$ cat src/verilog/plic_pkg.sv
package plic_pkg;

  ////////////////////
  // Widths
  ////////////////////

  // APB data, strobe and address widths
  localparam int DATA_W      = 32;
  localparam int STRB_W      = 4;
  localparam int ADDR_W      = 24;

  // Priority field layout, one nibble per source
  localparam int PRIO_W      = 3;
  localparam int FIELD_W     = 4;

  // Build limits, one word covers every source
  localparam int MAX_SOURCES = 8;
  localparam int MAX_TARGETS = 4;

  // Interrupt ID, 0 means no interrupt
  localparam int ID_W        = 4;
  localparam int TIDX_W      = $clog2(MAX_TARGETS);

  ////////////////////
  // Address map
  ////////////////////

  localparam logic [ADDR_W-1:0] ADDR_CONFIG         = 24'h000000;
  localparam logic [ADDR_W-1:0] ADDR_PRIORITY       = 24'h000004;
  // Enable words at 4 byte pitch per target
  localparam logic [ADDR_W-1:0] ADDR_ENABLE_BASE    = 24'h002000;
  // Threshold at 4 KB pitch per target, claim/complete right above it
  localparam logic [ADDR_W-1:0] ADDR_THRESHOLD_BASE = 24'h200000;
  localparam logic [ADDR_W-1:0] ADDR_ID_OFFSET      = 24'h000004;

  ////////////////////
  // Types
  ////////////////////

  typedef logic [TIDX_W-1:0] tidx_t;

  typedef struct packed {
    logic              psel;
    logic              penable;
    logic              pwrite;
    logic [ADDR_W-1:0] paddr;
    logic [DATA_W-1:0] pwdata;
    logic [STRB_W-1:0] pstrb;
  } apb_req_t;

  typedef struct packed {
    logic [DATA_W-1:0] prdata;
    logic              pready;
    logic              pslverr;
  } apb_rsp_t;

  // One-hot datapath select
  typedef struct packed {
    logic prio;
    logic enable;
    logic target;
  } reg_sel_t;

  // Write request from the bus control to the datapaths
  typedef struct packed {
    reg_sel_t          sel;
    tidx_t             tidx;
    logic              we;
    logic [DATA_W-1:0] wdata;
    logic [STRB_W-1:0] strb;
  } reg_wr_t;

  // Priority word, seen as a bus word or as per-source nibbles
  typedef union packed {
    logic [DATA_W-1:0]                      raw;
    logic [DATA_W/FIELD_W-1:0][FIELD_W-1:0] field;
  } prio_word_u;

  // Read-only build report
  typedef struct packed {
    logic [6:0] rsvd;
    logic       has_th;
    logic [7:0] prio_levels;
    logic [7:0] targets;
    logic [7:0] sources;
  } config_word_t;

  // Byte lanes with strobe set take new data, others keep the old value
  function automatic logic [DATA_W-1:0] byte_merge(
    input logic [DATA_W-1:0] old_w,
    input logic [DATA_W-1:0] new_w,
    input logic [STRB_W-1:0] strb
  );
    logic [DATA_W-1:0] res;
    res = old_w;
    for (int b = 0; b < STRB_W; b++)
    begin
      if (strb[b])
        res[b*8 +: 8] = new_w[b*8 +: 8];
    end
    return res;
  endfunction

endpackage

$ cat src/verilog/plic_apb_ctrl.sv
`timescale 1ns/10ps

module plic_apb_ctrl #(
  parameter int SOURCES = 8,
  parameter int TARGETS = 2
) (
  input  plic_pkg::apb_req_t                       apb_req,
  output plic_pkg::apb_rsp_t                       apb_rsp,
  output plic_pkg::reg_wr_t                        wr,
  output plic_pkg::tidx_t                          rd_target,
  output logic [TARGETS-1:0]                       claim,
  output logic [TARGETS-1:0]                       complete,
  input  plic_pkg::prio_word_u                     prio_rdata,
  input  logic [TARGETS-1:0][SOURCES-1:0]          ie_rdata,
  input  logic [TARGETS-1:0][plic_pkg::PRIO_W-1:0] th_rdata,
  input  logic [TARGETS-1:0][plic_pkg::DATA_W-1:0] id_rdata
);
  import plic_pkg::*;

  // Target index position in the enable and threshold windows
  localparam int EN_LSB = 2;
  localparam int TH_LSB = 12;

  logic [ADDR_W-1:0] addr;
  logic              access;
  tidx_t             en_idx;
  tidx_t             th_idx;
  tidx_t             idx;
  logic              en_win;
  logic              th_win;
  logic [TH_LSB-1:0] th_off;
  logic              hit_config;
  logic              hit_prio;
  logic              hit_en;
  logic              hit_th;
  logic              hit_id;
  logic              mapped;
  logic              err;
  config_word_t      cfg;
  logic [DATA_W-1:0] rdata;

  ////////////////////
  // Address decode
  ////////////////////

  assign addr   = apb_req.paddr;
  // Access phase, every one completes in a single cycle
  assign access = apb_req.psel & apb_req.penable;

  assign en_idx = addr[EN_LSB +: TIDX_W];
  assign th_idx = addr[TH_LSB +: TIDX_W];
  assign th_off = addr[TH_LSB-1:0];

  // Enable window, word aligned
  assign en_win = (addr[ADDR_W-1:EN_LSB+TIDX_W] == ADDR_ENABLE_BASE[ADDR_W-1:EN_LSB+TIDX_W]) &&
                  (addr[EN_LSB-1:0] == '0);
  // Per-target page holding threshold and claim/complete
  assign th_win = addr[ADDR_W-1:TH_LSB+TIDX_W] == ADDR_THRESHOLD_BASE[ADDR_W-1:TH_LSB+TIDX_W];

  assign hit_config = addr == ADDR_CONFIG;
  assign hit_prio   = addr == ADDR_PRIORITY;
  // Index must name a built target
  assign hit_en     = en_win && (int'(en_idx) < TARGETS);
  assign hit_th     = th_win && (th_off == '0) && (int'(th_idx) < TARGETS);
  assign hit_id     = th_win && (th_off == ADDR_ID_OFFSET[TH_LSB-1:0]) &&
                      (int'(th_idx) < TARGETS);

  assign mapped = hit_config | hit_prio | hit_en | hit_th | hit_id;
  // Config is read-only
  assign err    = ~mapped | (apb_req.pwrite & hit_config);

  assign idx       = hit_en ? en_idx : th_idx;
  assign rd_target = idx;

  ////////////////////
  // Write request
  ////////////////////

  assign wr.sel.prio   = hit_prio;
  assign wr.sel.enable = hit_en;
  assign wr.sel.target = hit_th;
  assign wr.tidx       = idx;
  // ID writes store nothing, they only raise complete
  assign wr.we         = access & apb_req.pwrite & (hit_prio | hit_en | hit_th);
  assign wr.wdata      = apb_req.pwdata;
  assign wr.strb       = apb_req.pstrb;

  // Claim and complete strobes, one-hot on the addressed target
  always_comb
  begin
    for (int t = 0; t < TARGETS; t++)
    begin
      claim[t]    = access & ~apb_req.pwrite & hit_id & (idx == TIDX_W'(t));
      complete[t] = access & apb_req.pwrite & hit_id & (idx == TIDX_W'(t));
    end
  end

  ////////////////////
  // Read mux
  ////////////////////

  assign cfg.rsvd        = '0;
  assign cfg.has_th      = 1'b1;
  assign cfg.prio_levels = 8'(2 ** PRIO_W);
  assign cfg.targets     = 8'(TARGETS);
  assign cfg.sources     = 8'(SOURCES);

  always_comb
  begin
    rdata = '0;
    if (hit_config)
      rdata = cfg;
    else if (hit_prio)
      rdata = prio_rdata.raw;
    else if (hit_en)
      rdata = DATA_W'(ie_rdata[idx]);
    else if (hit_th)
      rdata = DATA_W'(th_rdata[idx]);
    else if (hit_id)
      rdata = id_rdata[idx];
  end

  // Zero wait states
  assign apb_rsp.prdata  = rdata;
  assign apb_rsp.pready  = access;
  assign apb_rsp.pslverr = access & err;

endmodule

$ cat src/verilog/plic_enable_regs.sv
`timescale 1ns/10ps

module plic_enable_regs #(
  parameter int SOURCES = 8,
  parameter int TARGETS = 2
) (
  input  logic                            clk,
  input  logic                            rst_n,
  input  plic_pkg::reg_wr_t               wr,
  output logic [TARGETS-1:0][SOURCES-1:0] ie
);
  import plic_pkg::*;

  logic                           wr_en;
  // Byte-merged candidate per target
  logic [TARGETS-1:0][DATA_W-1:0] merged;

  assign wr_en = wr.we & wr.sel.enable;

  // Old word zero-extended so unbuilt sources merge in as zero
  always_comb
  begin
    for (int t = 0; t < TARGETS; t++)
    begin
      merged[t] = byte_merge(DATA_W'(ie[t]), wr.wdata, wr.strb);
    end
  end

  ////////////////////
  // Storage
  ////////////////////

  // Only SOURCES bits are kept, upper bits never store
  always_ff @(posedge clk or negedge rst_n)
  begin
    if (!rst_n)
    begin
      ie <= '0;
    end
    else
    begin
      for (int t = 0; t < TARGETS; t++)
      begin
        // Selected target only
        if (wr_en && (wr.tidx == TIDX_W'(t)))
          ie[t] <= merged[t][SOURCES-1:0];
      end
    end
  end

endmodule

$ cat src/verilog/plic_priority_regs.sv
`timescale 1ns/10ps

module plic_priority_regs #(
  parameter int SOURCES = 8
) (
  input  logic                 clk,
  input  logic                 rst_n,
  input  plic_pkg::reg_wr_t    wr,
  output plic_pkg::prio_word_u prio
);
  import plic_pkg::*;

  // Bits that hold state in the priority word
  prio_word_u        mask;
  logic              wr_en;
  logic [DATA_W-1:0] merged;

  ////////////////////
  // Field mask
  ////////////////////

  // Low PRIO_W bits of each built source, the rest reads zero
  always_comb
  begin
    mask.raw = '0;
    for (int f = 0; f < DATA_W/FIELD_W; f++)
    begin
      if (f < SOURCES)
        mask.field[f] = FIELD_W'((1 << PRIO_W) - 1);
    end
  end

  ////////////////////
  // Storage
  ////////////////////

  assign wr_en  = wr.we & wr.sel.prio;
  // Strobed bytes replace old ones before masking
  assign merged = byte_merge(prio.raw, wr.wdata, wr.strb) & mask.raw;

  always_ff @(posedge clk or negedge rst_n)
  begin
    if (!rst_n)
    begin
      prio.raw <= '0;
    end
    else if (wr_en)
    begin
      prio.raw <= merged;
    end
  end

endmodule

$ cat src/verilog/plic_regs.sv
`timescale 1ns/10ps

module plic_regs #(
  parameter int SOURCES = 8,
  parameter int TARGETS = 2
) (
  input  logic                                     clk,
  input  logic                                     rst_n,
  // APB slave
  input  plic_pkg::apb_req_t                       apb_req,
  output plic_pkg::apb_rsp_t                       apb_rsp,
  // Gateway IDs per target
  input  logic [TARGETS-1:0][plic_pkg::ID_W-1:0]   id,
  // Register outputs to the PLIC core
  output plic_pkg::prio_word_u                     prio,
  output logic [TARGETS-1:0][SOURCES-1:0]          ie,
  output logic [TARGETS-1:0][plic_pkg::PRIO_W-1:0] th,
  // Claim on ID read, complete on ID write
  output logic [TARGETS-1:0]                       claim,
  output logic [TARGETS-1:0]                       complete
);
  import plic_pkg::*;

  // Shared write request
  reg_wr_t                        wr;
  // Target of the current ID access
  tidx_t                          rd_target;
  // Zero-extended ID read words
  logic [TARGETS-1:0][DATA_W-1:0] id_rdata;

  ////////////////////
  // Bus control
  ////////////////////

  plic_apb_ctrl #(
    .SOURCES (SOURCES),
    .TARGETS (TARGETS)
  ) i_plic_apb_ctrl (
    .apb_req    (apb_req),
    .apb_rsp    (apb_rsp),
    .wr         (wr),
    .rd_target  (rd_target),
    .claim      (claim),
    .complete   (complete),
    .prio_rdata (prio),
    .ie_rdata   (ie),
    .th_rdata   (th),
    .id_rdata   (id_rdata)
  );

  ////////////////////
  // Datapaths
  ////////////////////

  plic_priority_regs #(
    .SOURCES (SOURCES)
  ) i_plic_priority_regs (
    .clk   (clk),
    .rst_n (rst_n),
    .wr    (wr),
    .prio  (prio)
  );

  plic_enable_regs #(
    .SOURCES (SOURCES),
    .TARGETS (TARGETS)
  ) i_plic_enable_regs (
    .clk   (clk),
    .rst_n (rst_n),
    .wr    (wr),
    .ie    (ie)
  );

  plic_target_regs #(
    .TARGETS (TARGETS)
  ) i_plic_target_regs (
    .clk       (clk),
    .rst_n     (rst_n),
    .wr        (wr),
    .rd_target (rd_target),
    .id        (id),
    .th        (th),
    .id_rdata  (id_rdata)
  );

endmodule

$ cat src/verilog/plic_target_regs.sv
`timescale 1ns/10ps

module plic_target_regs #(
  parameter int TARGETS = 2
) (
  input  logic                                     clk,
  input  logic                                     rst_n,
  input  plic_pkg::reg_wr_t                        wr,
  // Target addressed by the current ID access
  input  plic_pkg::tidx_t                          rd_target,
  input  logic [TARGETS-1:0][plic_pkg::ID_W-1:0]   id,
  output logic [TARGETS-1:0][plic_pkg::PRIO_W-1:0] th,
  output logic [TARGETS-1:0][plic_pkg::DATA_W-1:0] id_rdata
);
  import plic_pkg::*;

  // Threshold lives in byte 0
  logic th_wr_en;

  assign th_wr_en = wr.we & wr.sel.target & wr.strb[0];

  ////////////////////
  // Thresholds
  ////////////////////

  always_ff @(posedge clk or negedge rst_n)
  begin
    if (!rst_n)
    begin
      th <= '0;
    end
    else
    begin
      for (int t = 0; t < TARGETS; t++)
      begin
        // Upper bits of byte 0 are dropped
        if (th_wr_en && (wr.tidx == TIDX_W'(t)))
          th[t] <= wr.wdata[PRIO_W-1:0];
      end
    end
  end

  ////////////////////
  // ID read words
  ////////////////////

  // Gateway ID zero-extended to a bus word
  // Only the addressed target drives its word, others stay quiet
  always_comb
  begin
    for (int t = 0; t < TARGETS; t++)
    begin
      if (rd_target == TIDX_W'(t))
        id_rdata[t] = DATA_W'(id[t]);
      else
        id_rdata[t] = '0;
    end
  end

endmodule
$ cat config.mk
export PLATFORM = sky130hd
export DESIGN_NAME = plic_regs
export DESIGN_NICKNAME = d
export VERILOG_FILES = /design/src/verilog/plic_pkg.sv /design/src/verilog/plic_apb_ctrl.sv /design/src/verilog/plic_enable_regs.sv /design/src/verilog/plic_priority_regs.sv /design/src/verilog/plic_regs.sv /design/src/verilog/plic_target_regs.sv
export SDC_FILE = /design/constraint.sdc
export NUM_CORES = 1
export LEC_CHECK = 0
export ABC_AREA = 1
export ABC_CLOCK_PERIOD_IN_PS = 1900
export BUFFER_PORTS_ARGS = -buffer_cell sky130_fd_sc_hd__buf_2
export CAP_MARGIN = 20
export CORE_UTILIZATION = 51
export DETAILED_ROUTE_END_ITERATION = 16
export PLACE_DENSITY_LB_ADDON = 0.25
export SKIP_CTS_REPAIR_TIMING = 1
export SLEW_MARGIN = 20
export SYNTH_ARGS = -nofsm -noshare
export SYNTH_HDL_FRONTEND = slang
export SYNTH_HIERARCHICAL = 1
export SYNTH_SLANG_ARGS = --single-unit
$ cat constraint.sdc
create_clock -name clk -period 1.9 [get_ports clk]
set_input_delay 0 -clock clk [delete_from_list [all_inputs] [get_ports clk]]
set_output_delay 0 -clock clk [all_outputs]
set_load 0.1 [all_outputs]
After elaboration in Yosys (flattened, before gate mapping):

Cells that the tools add are included.
W data, S select, Z words.

* output and inout port bits: 92
* input bits: 73
* flip-flop bits (word level): 46
* word-level logic and storage cells: 75

* mux-type cells: 14
* bitwise operators: 25
* reductions and logical operators: 20
* equal/unequal tests: 5
* order comparisons: 3

Operators with widths (count)
* $mux W32: 7
* $eq A24 B3 Y1 const B: 1
* $logic_not A24 Y1: 1
* $eq A20 B10 Y1 const B: 1
* $and A1 B1 Y1: 16
* $mux W8: 2
* $eq A12 B3 Y1 const B: 1
* $logic_not A12 Y1: 1
* $reduce_and A2 Y1: 6
* $eq A10 B8 Y1 const B: 1
* $logic_and A1 B1 Y1: 10
* $mux W4: 2
* $or A1 B1 Y1: 7
* $lt A2 B2 Y1 const B: 3
* $mux W3: 2
* $logic_not A2 Y1: 2
* $eq A2 B1 Y1 const B: 1
* $mux W2: 1
* $not A1 Y1: 2

Longest topological paths before layout:

Gate-level depths: netlist (run 1).

* depth in word-level cells: 13
* mapped depth: 17
* mapped depth without buffers: 16

Cells and area by module:

Netlist (run 1), hierarchy kept.

By module, submodules not included
* plic_apb_ctrl: times used 1, cells each 384, area each 1833.0 um^2
* plic_priority_regs: times used 1, cells each 115, area each 1098.6 um^2
* plic_target_regs: times used 1, cells each 109, area each 795.8 um^2
* plic_enable_regs: times used 1, cells each 75, area each 668.1 um^2

Least setup slack after synthesis (run 1):

No wires, ideal clock.

* path type: input-to-output
* from: input port apb_req[56] (netlist name)
* to: output port apb_rsp[0] (netlist name)
* setup slack: -898 ps
* stages on the path: 8
* path buffers: 0
* data arrival time: 2798 ps
* cells stage by stage: inv_1 nand2_1 nor2_2 nand2_1 nor2_1 nor3_1 inv_1 o21ai_0

RTL lines
* from (decl): line plic_regs.sv:10 `input plic_pkg::apb_req_t apb_req,`
* to (decl): line plic_regs.sv:11 `output plic_pkg::apb_rsp_t apb_rsp,`

==> results of run 1 <==
[worst reg2reg max path, delay by kind of cell (launching register included)]
kind	cells	cell delay (ps)
flip-flops	1	440
AND/OR/NAND/NOR	2	150
[per-layer routing]
layer  vias up  GRT usage  part of all wire
met5         -          0                 0
met3        12     0.0330             0.058
met1      1948      0.310              0.43
met4         0     0.0551             0.013
met2       157      0.425              0.50
li1       2205          -                 -
[sequential cells by signal, indices dropped and copies added (netlist names)]
signal                     flops
i_plic_target_regs/th          6
i_plic_enable_regs/ie         16
i_plic_priority_regs/prio     24
[worst max-delay path by stage]
stage                start    endpoint
2_1_floorplan  apb_req[47]    claim[1]
3_3_place_gp   apb_req[53]  apb_rsp[3]
3_5_place_dp   apb_req[53]  apb_rsp[3]
4_1_cts        apb_req[53]  apb_rsp[3]
5_1_grt        apb_req[43]  apb_rsp[3]
6_report       apb_req[53]  apb_rsp[3]
[layout by cell type (no fill, tap or decap), types with 3 or more instances in the layout]
cell / instances
conb_1: 64
buf_4: 16
nand3_2: 6
buf_12: 35
inv_2: 6
dlygate4sd3_1: 26
nand2_2: 7
nor2_2: 10
inv_1: 49
a21oi_1: 5
o21ai_2: 3
nand3_1: 44
buf_2: 113
nor2_1: 39
nor2_4: 9
nand2_1: 274
o21ai_0: 7
clkbuf_8: 5
dfrtp_1: 46
nand3b_1: 6
nand4_1: 26
[power groups by stage]
stage / clock (mW) / combinational [mW] / sequential [mW]
6_report: 0.719 / 0.417 / 0.978
5_1_grt: 0.767 / 0.461 / 0.978
4_1_cts: 0.735 / 0.364 / 0.978
3_5_place_dp: 0 / 0.364 / 0.998
3_3_place_gp: 0 / 0.359 / 0.998
2_1_floorplan: 0 / 0.392 / 0.998
[through the flow]
stage               TNS, ps  hold WS [ps]  setup WS (ps)
detailed placement    -16.0           227          -16.0
global placement          0           217           47.0
global route           -133          9.04          -40.9
floorplan              -685          -296           -276
finish                    0         -12.9            114
CTS                   -25.8         -99.6          -25.8
[area by class of cell]
type                       count  area (sq um)
inverter                      57           216
sequential                    46          1150
clock buffer                   5          68.8
timing repair buffer         190          1650
multi-input combinational    512          2310
tap                          105           131
clock inverter                 3          40.0
fill                         701          2650
==> qor.yml, run 1 <==
status:
  status: "finished, violations left"
  violations: "hold timing"
pwr:
  powerDensity_nw_per_um2: 380
  p_sw_mw: 0.610
  internal-power_mw: 1.50
  leakagePower_nw: 3.34
  ir_worst_vdd_v: 0.000548
  pwr-share-seq: 0.462
  combPwrFrac: 0.197
  power_frac_clock: 0.340
  p_total_mw: 2.11
  p_sw_frac: 0.288
critical_path:
  crit_family: "simple AND/OR/NAND/NOR gates"
  startpoint_type: "primary input"
  r2r_cells: 2
  cp_common_cell: "nor2_2"
  slowest_delay_ps: 260
  worst_path_max_delay_cell: "or2_1"
  path_class: "in2out"
  r2r_start: "i_plic_priority_regs/prio[2]$_DFFE_PN0P_"
  path_cells: "buf_2 -> nor2_1 -> inv_1 -> nor2_2 -> nand2_2 -> nor2_2 -> nor2_2 -> or2_1 -> nor2_1 -> nand3b_1 -> nand3_1 -> nand2_1 -> nand2_1 -> nor2_4 -> buf_12"
  cp.arrival_ps: 1790
  path_buf_inv: 3
  cp-end-kind: "primary output"
  regToRegSetupSlack_ps: 1210
  path_depth: 15
  path_max_fanout: 4
  r2r-end: "i_plic_priority_regs/prio[2]$_DFFE_PN0P_"
  required_ps: 1900
timing:
  fin_crit_sh: 0.940
  relSlewSlack: 0.611
  skew_ps: 0
  layout_min_cycle_time_ps: 1790
  slew_violations: 0
  hold_viol: 1
  whs_ps: -12.9
  worst_pin_slew_ps: 584
  timing.fmax_mhz: 560
  rsz0062_at_grt: "yes"
  setup-violations-final: 0
clock_network:
  clockBufferDepth: 2
  clk_pin_slew_ps: 90
  cts_made_buffers: 5
  ctsHtreeMaxLevel: 2
  worstSkewPairLatency_ps: 300
  cts_tree: "done"
  cts.sinks: 46
  clock-root-buffer: "clkbuf_8"
placement:
  hpwl_mm: 8.10
  portBuffers: 145
  dpl.cell_count: 881
  place_area_sq_um: 5160
  place_congestion: 0.807
floorplan:
  die_y_um: 94.4
  dieArea_sq_um: 8900
  start_util: 0.529
  io_pins: 165
  coreArea_sq_um: 8220
  row_count: 33
  die_w_um: 94.4
global_routing:
  grt_pass1_vias: 3740
  antenna_found_initial: 0
  grt_max_degree: 55
  grt_pass1_wl_mm: 17.1
  grt.overflow.total: 0
  grtUsageTotal: 0.241
cells_and_area:
  areaGrowthSynthToFinish_pct: 28.0
  final_nets: 885
  fin_util: 0.678
  fin_area_sq_um: 5570
  layout-drive-gt1-share: 0.269
  diodes: 0
  final_cells: 918
min_path:
  worstHoldStart: "apb_req[5]"
  hp-class: "in2reg"
  hold_end: "i_plic_enable_regs/ie[9]$_DFFE_PN0P_"
  worstHoldPathCells: 3
detailed_routing:
  route.vias.total: 4322
  viasPerCell: 4.71
  wl_per_cell_um: 12.2
  dr.pass1.iters: 5
  antenna_left: 0
  drt_first_iter_violations: 227
  drc: 0
  wl_mm: 11.2
logic_synthesis:
  netlist_area_sq_um: 4350
  synthCells: 677
  avgSynthCellArea_sq_um: 6.43
  synth-warning-count: 6
flow_run:
  max_cap_viol_count: 0
Power figures use the tool's default switching activity.
==> run 2, diff against run 1 <==
CORE_MARGIN = 8   (was default)
RECOVER_POWER = 100   (was default)
==> run 2 against run 1 <==
  * Clock power down 13%
  * Register-to-register slack is essentially flat
  * Combinational power about the same
  * Final cell count stayed put
  * Count of clock-buffer cells in the layout rose by 1
  * Global-route usage decreased by 3.8 points
  * The flow still finishes with violations (hold timing)
  * Flip-flop and latch count did not move
  * Critical path type unchanged
  * Clock skew unchanged
  * Core utilization decreased by 2.2 points
==> qor.yml, run 2 (same netlist as run 1, synthesis figures left out) <==
clock_network:
  ctsHtreeMaxLevel: 2  # unchanged
  clockBufferDepth: 2  # unchanged
  cts.sinks: 46  # unchanged
  worstSkewPairLatency_ps: 290  # about the same
  clk_pin_slew_ps: 80  # about the same
  cts_made_buffers: 5  # unchanged
  cts_tree: "done"
  clock-root-buffer: "clkbuf_8"
timing:
  fin_crit_sh: 0.928  # -0.0122
  skew_ps: 0  # unchanged
  setup-violations-final: 0  # unchanged
  setup_ws_ps: 137  # +23.1 ps
  worst_pin_slew_ps: 1210  # +623 ps
  timing.fmax_mhz: 567  # +1.3%
  slew_violations: 0  # unchanged
  tns_ps: 0  # unchanged
  relSlewSlack: 0.199  # -0.412
  rsz0062_at_grt: "yes"
  whs_ps: -20.3  # -7.38 ps
  layout_min_cycle_time_ps: 1760  # -23.1 ps
  hold_viol: 2  # +1
critical_path:
  cp.arrival_ps: 1760  # -30 ps
  cp_common_cell: "nand2_1"
  startpoint_type: "primary input"
  cp-end-kind: "primary output"
  path_cells: "buf_2 -> nor2_2 -> nand2_1 -> nor2_1 -> nand2_2 -> nor2_4 -> nor2_2 -> or2_4 -> nor2_1 -> nand3b_1 -> nand3_1 -> nand2_1 -> nand2_1 -> nor2_4 -> buf_12"
  required_ps: 1900  # about the same
  r2r_cells: 2  # unchanged
  crit_start: "apb_req[59]"
  path_max_fanout: 4  # unchanged
  r2r_start: "i_plic_priority_regs/prio[2]$_DFFE_PN0P_"
  path_class: "in2out"
  cp-endpoint: "apb_rsp[3]"
  slowest_delay_ps: 270  # about the same
  regToRegSetupSlack_ps: 1220  # about the same
  r2r-end: "i_plic_priority_regs/prio[2]$_DFFE_PN0P_"
  worst_path_max_delay_cell: "or2_4"
detailed_routing:
  antenna_left: 0  # unchanged
  drt_first_iter_violations: 204  # -10%
  wl_per_cell_um: 13.6  # +12%
  dr.pass1.iters: 4  # -1
  drc: 0  # unchanged
  route.vias.total: 4348  # +0.60%
  viasPerCell: 4.74  # +0.60%
  wl_mm: 12.5  # +12%
pwr:
  ir_worst_vdd_v: 0.000311  # -43%
  p_total_mw: 2.01  # -4.8%
  powerDensity_nw_per_um2: 372  # -2.1%
  leakagePower_nw: 3.10  # -7.1%
min_path:
  hp-class: "in2reg"
  worstHoldPathCells: 3  # unchanged
global_routing:
  grt.overflow.total: 0  # unchanged
  grtUsageTotal: 0.203  # -0.0377
  grt_pass1_wl_mm: 19.6  # +15%
  antenna_found_initial: 0  # unchanged
  grt_pass1_vias: 4151  # +11%
  grt_max_degree: 47  # -15%
placement:
  place_area_sq_um: 5150  # -0.24%
  place_congestion: 0.877  # +8.6%
  portBuffers: 145  # unchanged
  hpwl_mm: 9.61  # +19%
  place_ws_ps: -27.8  # -11.8 ps
floorplan:
  start_util: 0.527  # -0.00265
  io_pins: 165  # unchanged
  die_y_um: 108  # +15%
  coreArea_sq_um: 8260  # +0.50%
  dieArea_sq_um: 11700  # +32%
  die_w_um: 108  # +15%
  row_count: 33  # unchanged
cells_and_area:
  reg.largest.list: "i_plic_priority_regs/prio: 24 flops, i_plic_enable_regs/ie: 16 flops, i_plic_target_regs/th: 6 flops"
  layout-drive-gt1-share: 0.218  # -0.0517
  diodes: 0  # unchanged
  fin_area_sq_um: 5420  # -2.8%
  top_register: "i_plic_priority_regs/prio"
  mostFrequentLayoutCell: "nand2_1"
  final_nets: 885  # unchanged
  layout_common_cells: "274 x nand2_1, 68 x buf_2, 64 x conb_1, 48 x inv_1, 46 x dfrtp_1"
  largest_reg_flops: 24  # unchanged
  areaGrowthSynthToFinish_pct: 24.5
flow_run:
  max_cap_viol_count: 0  # unchanged
status:
  status: "finished, violations left"
  violations: "hold timing"
run 2: worst min path at each step:
stage	startpoint	end	slack, ps
finish	apb_req[14]	i_plic_priority_regs/prio[10]$_DFFE_PN0P_	-20
global route	apb_req[14]	i_plic_priority_regs/prio[10]$_DFFE_PN0P_	4
CTS	rst_n	i_plic_priority_regs/prio[2]$_DFFE_PN0P_	-90
detailed placement	apb_req[11]	i_plic_enable_regs/ie[15]$_DFFE_PN0P_	230
global placement	rst_n	i_plic_enable_regs/ie[15]$_DFFE_PN0P_	220
floorplan	rst_n	i_plic_enable_regs/ie[0]$_DFFE_PN0P_	-300
run 2: routing by layer:
layer  share of wire  vias up  global-route usage
met3           0.077       17              0.0387
met5               0        -                   0
li1                -     2203                   -
met1            0.40     1972               0.244
met4           0.017        0              0.0577
met2            0.51      156               0.360
run 2: worst max-delay path: cells and delay by family:
family | cells | cell delay [ps]
and+or+nand+nor | 13 | 1480
buffers and inverters | 2 | 280
run 2: final cells by class:
cell class	instances	area [sq um]
multi-input cells	512	2320
flip-flops and latches	46	1150
clock buffers	6	82.6
clock inverters	2	12.5
inverters	57	218
well taps	105	131
repair buffers	190	1500
fillers	764	2840
run 2: power breakdown:
group / total [mW] / internal, mW / switching (mW)
logic: 0.414 / 0.137 / 0.276
clock network: 0.622 / 0.293 / 0.329
registers: 0.978 / 0.978 / 0.000000000000133
run 2: per-stage QoR:
step                      utilization  cells
after floorplan                     -    739
after detailed placement        0.624    884
final                           0.656    918
after global routing            0.656    918
after global placement          0.624    884
after CTS                       0.635    892
==> run 3, diff against run 2 <==
SETUP_SLACK_MARGIN = 0.15   (was default)
==> run 3 against run 2 <==
  * Critical endpoint is now apb_rsp[24]
  * Sequential power about the same
  * Maximum frequency up 0.13%
  * Largest cell class unchanged
  * Sequential share of layout area up 0.63 points
  * The flow still finishes with violations (hold timing)
  * Count of clock-buffer cells in the layout up 2
  * Power down 1.2%
==> qor.yml, run 3 (same netlist as run 1, synthesis figures left out) <==
status:
  status: "finished, violations left"
  violations: "hold timing"
floorplan:
  start_util: 0.527  # unchanged
  dieArea_sq_um: 11700  # unchanged
  coreArea_sq_um: 8260  # unchanged
  die_y_um: 108  # unchanged
  io_pins: 165  # unchanged
  row_count: 33  # unchanged
  die_w_um: 108  # unchanged
cells_and_area:
  fill_cells: 786  # +2.9%
  areaGrowthSynthToFinish_pct: 22.3
  diodes: 0  # unchanged
  layout-drive-gt1-share: 0.233  # +0.0148
  fin_area_sq_um: 5320  # -1.7%
  mostFrequentLayoutCell: "nand2_1"
  fin_util: 0.644  # -0.0114
  layout_common_cells: "273 x nand2_1, 64 x conb_1, 63 x buf_2, 52 x clkbuf_1, 49 x inv_1"
  final_nets: 889  # +0.45%
  largest_reg_flops: 24  # unchanged
  reg.largest.list: "i_plic_priority_regs/prio: 24 flops, i_plic_enable_regs/ie: 16 flops, i_plic_target_regs/th: 6 flops"
  top_register: "i_plic_priority_regs/prio"
  final_cells: 922  # +0.44%
critical_path:
  path_cells: "buf_2 -> nor2_4 -> nand2_1 -> nor2_2 -> nand2_1 -> clkbuf_1 -> nor2_4 -> buf_6 -> buf_6 -> nand2_1 -> nand2_1 -> buf_4"
  cp-end-kind: "primary output"
  required_ps: 1900  # about the same
  path_class: "in2out"
  regToRegSetupSlack_ps: 1210  # about the same
  slowest_delay_ps: 280  # about the same
  cp.arrival_ps: 1760  # about the same
  worst_path_max_delay_cell: "buf_6"
  startpoint_type: "primary input"
  path_max_fanout: 33  # +29
  cp_common_cell: "nand2_1"
global_routing:
  grt-busiest-layer: "met2"
  use_met2: 0.356  # -0.00392
  grt_use_met1: 0.245  # +0.00178
  grt_pass1_vias: 4167  # +0.39%
  grtUsageTotal: 0.203  # unchanged
  grt_use_met3: 0.0446  # +0.00595
  grt_max_degree: 37  # -21%
  grt_pass1_wl_mm: 19.7  # +0.60%
  antenna_found_initial: 0  # unchanged
  grt.overflow.total: 0  # unchanged
clock_network:
  cts_made_buffers: 5  # unchanged
  cts.sinks: 46  # unchanged
  clock-root-buffer: "clkbuf_8"
  worstSkewPairLatency_ps: 290  # about the same
  cts_tree: "done"
  ctsHtreeMaxLevel: 2  # unchanged
  clk_pin_slew_ps: 80  # about the same
  clockBufferDepth: 2  # unchanged
detailed_routing:
  drt_first_iter_violations: 298  # +46%
  wl_mm: 12.7  # +1.7%
  viasPerCell: 4.75  # +0.37%
  drc: 0  # unchanged
  dr.pass1.iters: 5  # +1
  wl_per_cell_um: 13.8  # +1.3%
  route.vias.total: 4383  # +0.80%
  antenna_left: 0  # unchanged
timing:
  slew_violations: 0  # unchanged
  tns_ps: 0  # unchanged
  worst_pin_slew_ps: 1210  # +3.01 ps
  setup-violations-final: 0  # unchanged
  whs_ps: -10.7  # +9.57 ps
  timing.fmax_mhz: 568  # +0.13%
  hold_viol: 1  # -1
  relSlewSlack: 0.197  # -0.00200
  layout_min_cycle_time_ps: 1760  # -2.24 ps
  fin_crit_sh: 0.927  # -0.00118
  setup_ws_ps: 139  # +2.24 ps
  rsz0062_at_grt: "yes"
  skew_ps: 0  # unchanged
flow_run:
  max_cap_viol_count: 0  # unchanged
pwr:
  leakagePower_nw: 3.04  # -2.0%
  ir_worst_vdd_v: 0.000314  # +0.86%
  p_total_mw: 1.99  # -1.2%
  powerDensity_nw_per_um2: 374  # +0.52%
placement:
  place_congestion: 0.902  # +2.9%
  portBuffers: 145  # unchanged
  hpwl_mm: 9.78  # +1.7%
  place_ws_ps: -4.86  # +23.0 ps
  dpl.cell_count: 885  # +0.11%
  place_area_sq_um: 5220  # +1.2%
min_path:
  hp-class: "in2reg"
==> run 3: cell count changes in the layout (fill, tap and decap cells not counted), moves of 6 or more <==
cell      delta
nor2_4       +7
clkbuf_1     +7
buf_6        +9
buf_12      -14
dfrtp_1     -11
dfrtp_2     +11
nor2_1       -6
==> run 3: worst max-delay path, delay by kind of cell <==
kind          cells  cell delay (ps)
simple gates      7              690
buf+inv           5             1030
==> run 3: cell type report <==
cell class | count | area, sq um | share of cell area
well taps | 105 | 131 | 0.0247
multi-input cells | 512 | 2370 | 0.445
flip-flops and latches | 46 | 1160 | 0.219
repair buffers | 194 | 1360 | 0.256
inverters | 57 | 214 | 0.0402
clock buffers | 8 | 80.1 | 0.0150
==> run 3: power by group <==
group	leakage [nW]	switching, mW	internal [mW]	total, mW
clock	0.0395	0.315	0.262	0.577
sequential	0.625	0.000000000000131	0.978	0.978
combinational	2.38	0.289	0.145	0.434
total	3.04	0.604	1.39	1.99
==> run 3: final timing paths <==
kind                                                           from                                        end  cells after the start
max in group asynchronous                                     rst_n  i_plic_priority_regs/prio[22]$_DFFE_PN0P_                      3
min reg2reg                   i_plic_enable_regs/ie[15]$_DFFE_PN0P_      i_plic_enable_regs/ie[15]$_DFFE_PN0P_                      2
max reg2reg                i_plic_priority_regs/prio[2]$_DFFE_PN0P_   i_plic_priority_regs/prio[2]$_DFFE_PN0P_                      2
min in group asynchronous                                     rst_n      i_plic_enable_regs/ie[14]$_DFFE_PN0P_                      2
min                                                     apb_req[26]  i_plic_priority_regs/prio[22]$_DFFE_PN0P_                      3
max                                                     apb_req[55]                                apb_rsp[24]                     12
==> run 3: routing by layer <==
metal  vias up  part of all wire
li1       2208                 -
met2       152              0.49
met3        18             0.074
met4         0             0.019
met1      2005              0.42
met5         -                 0
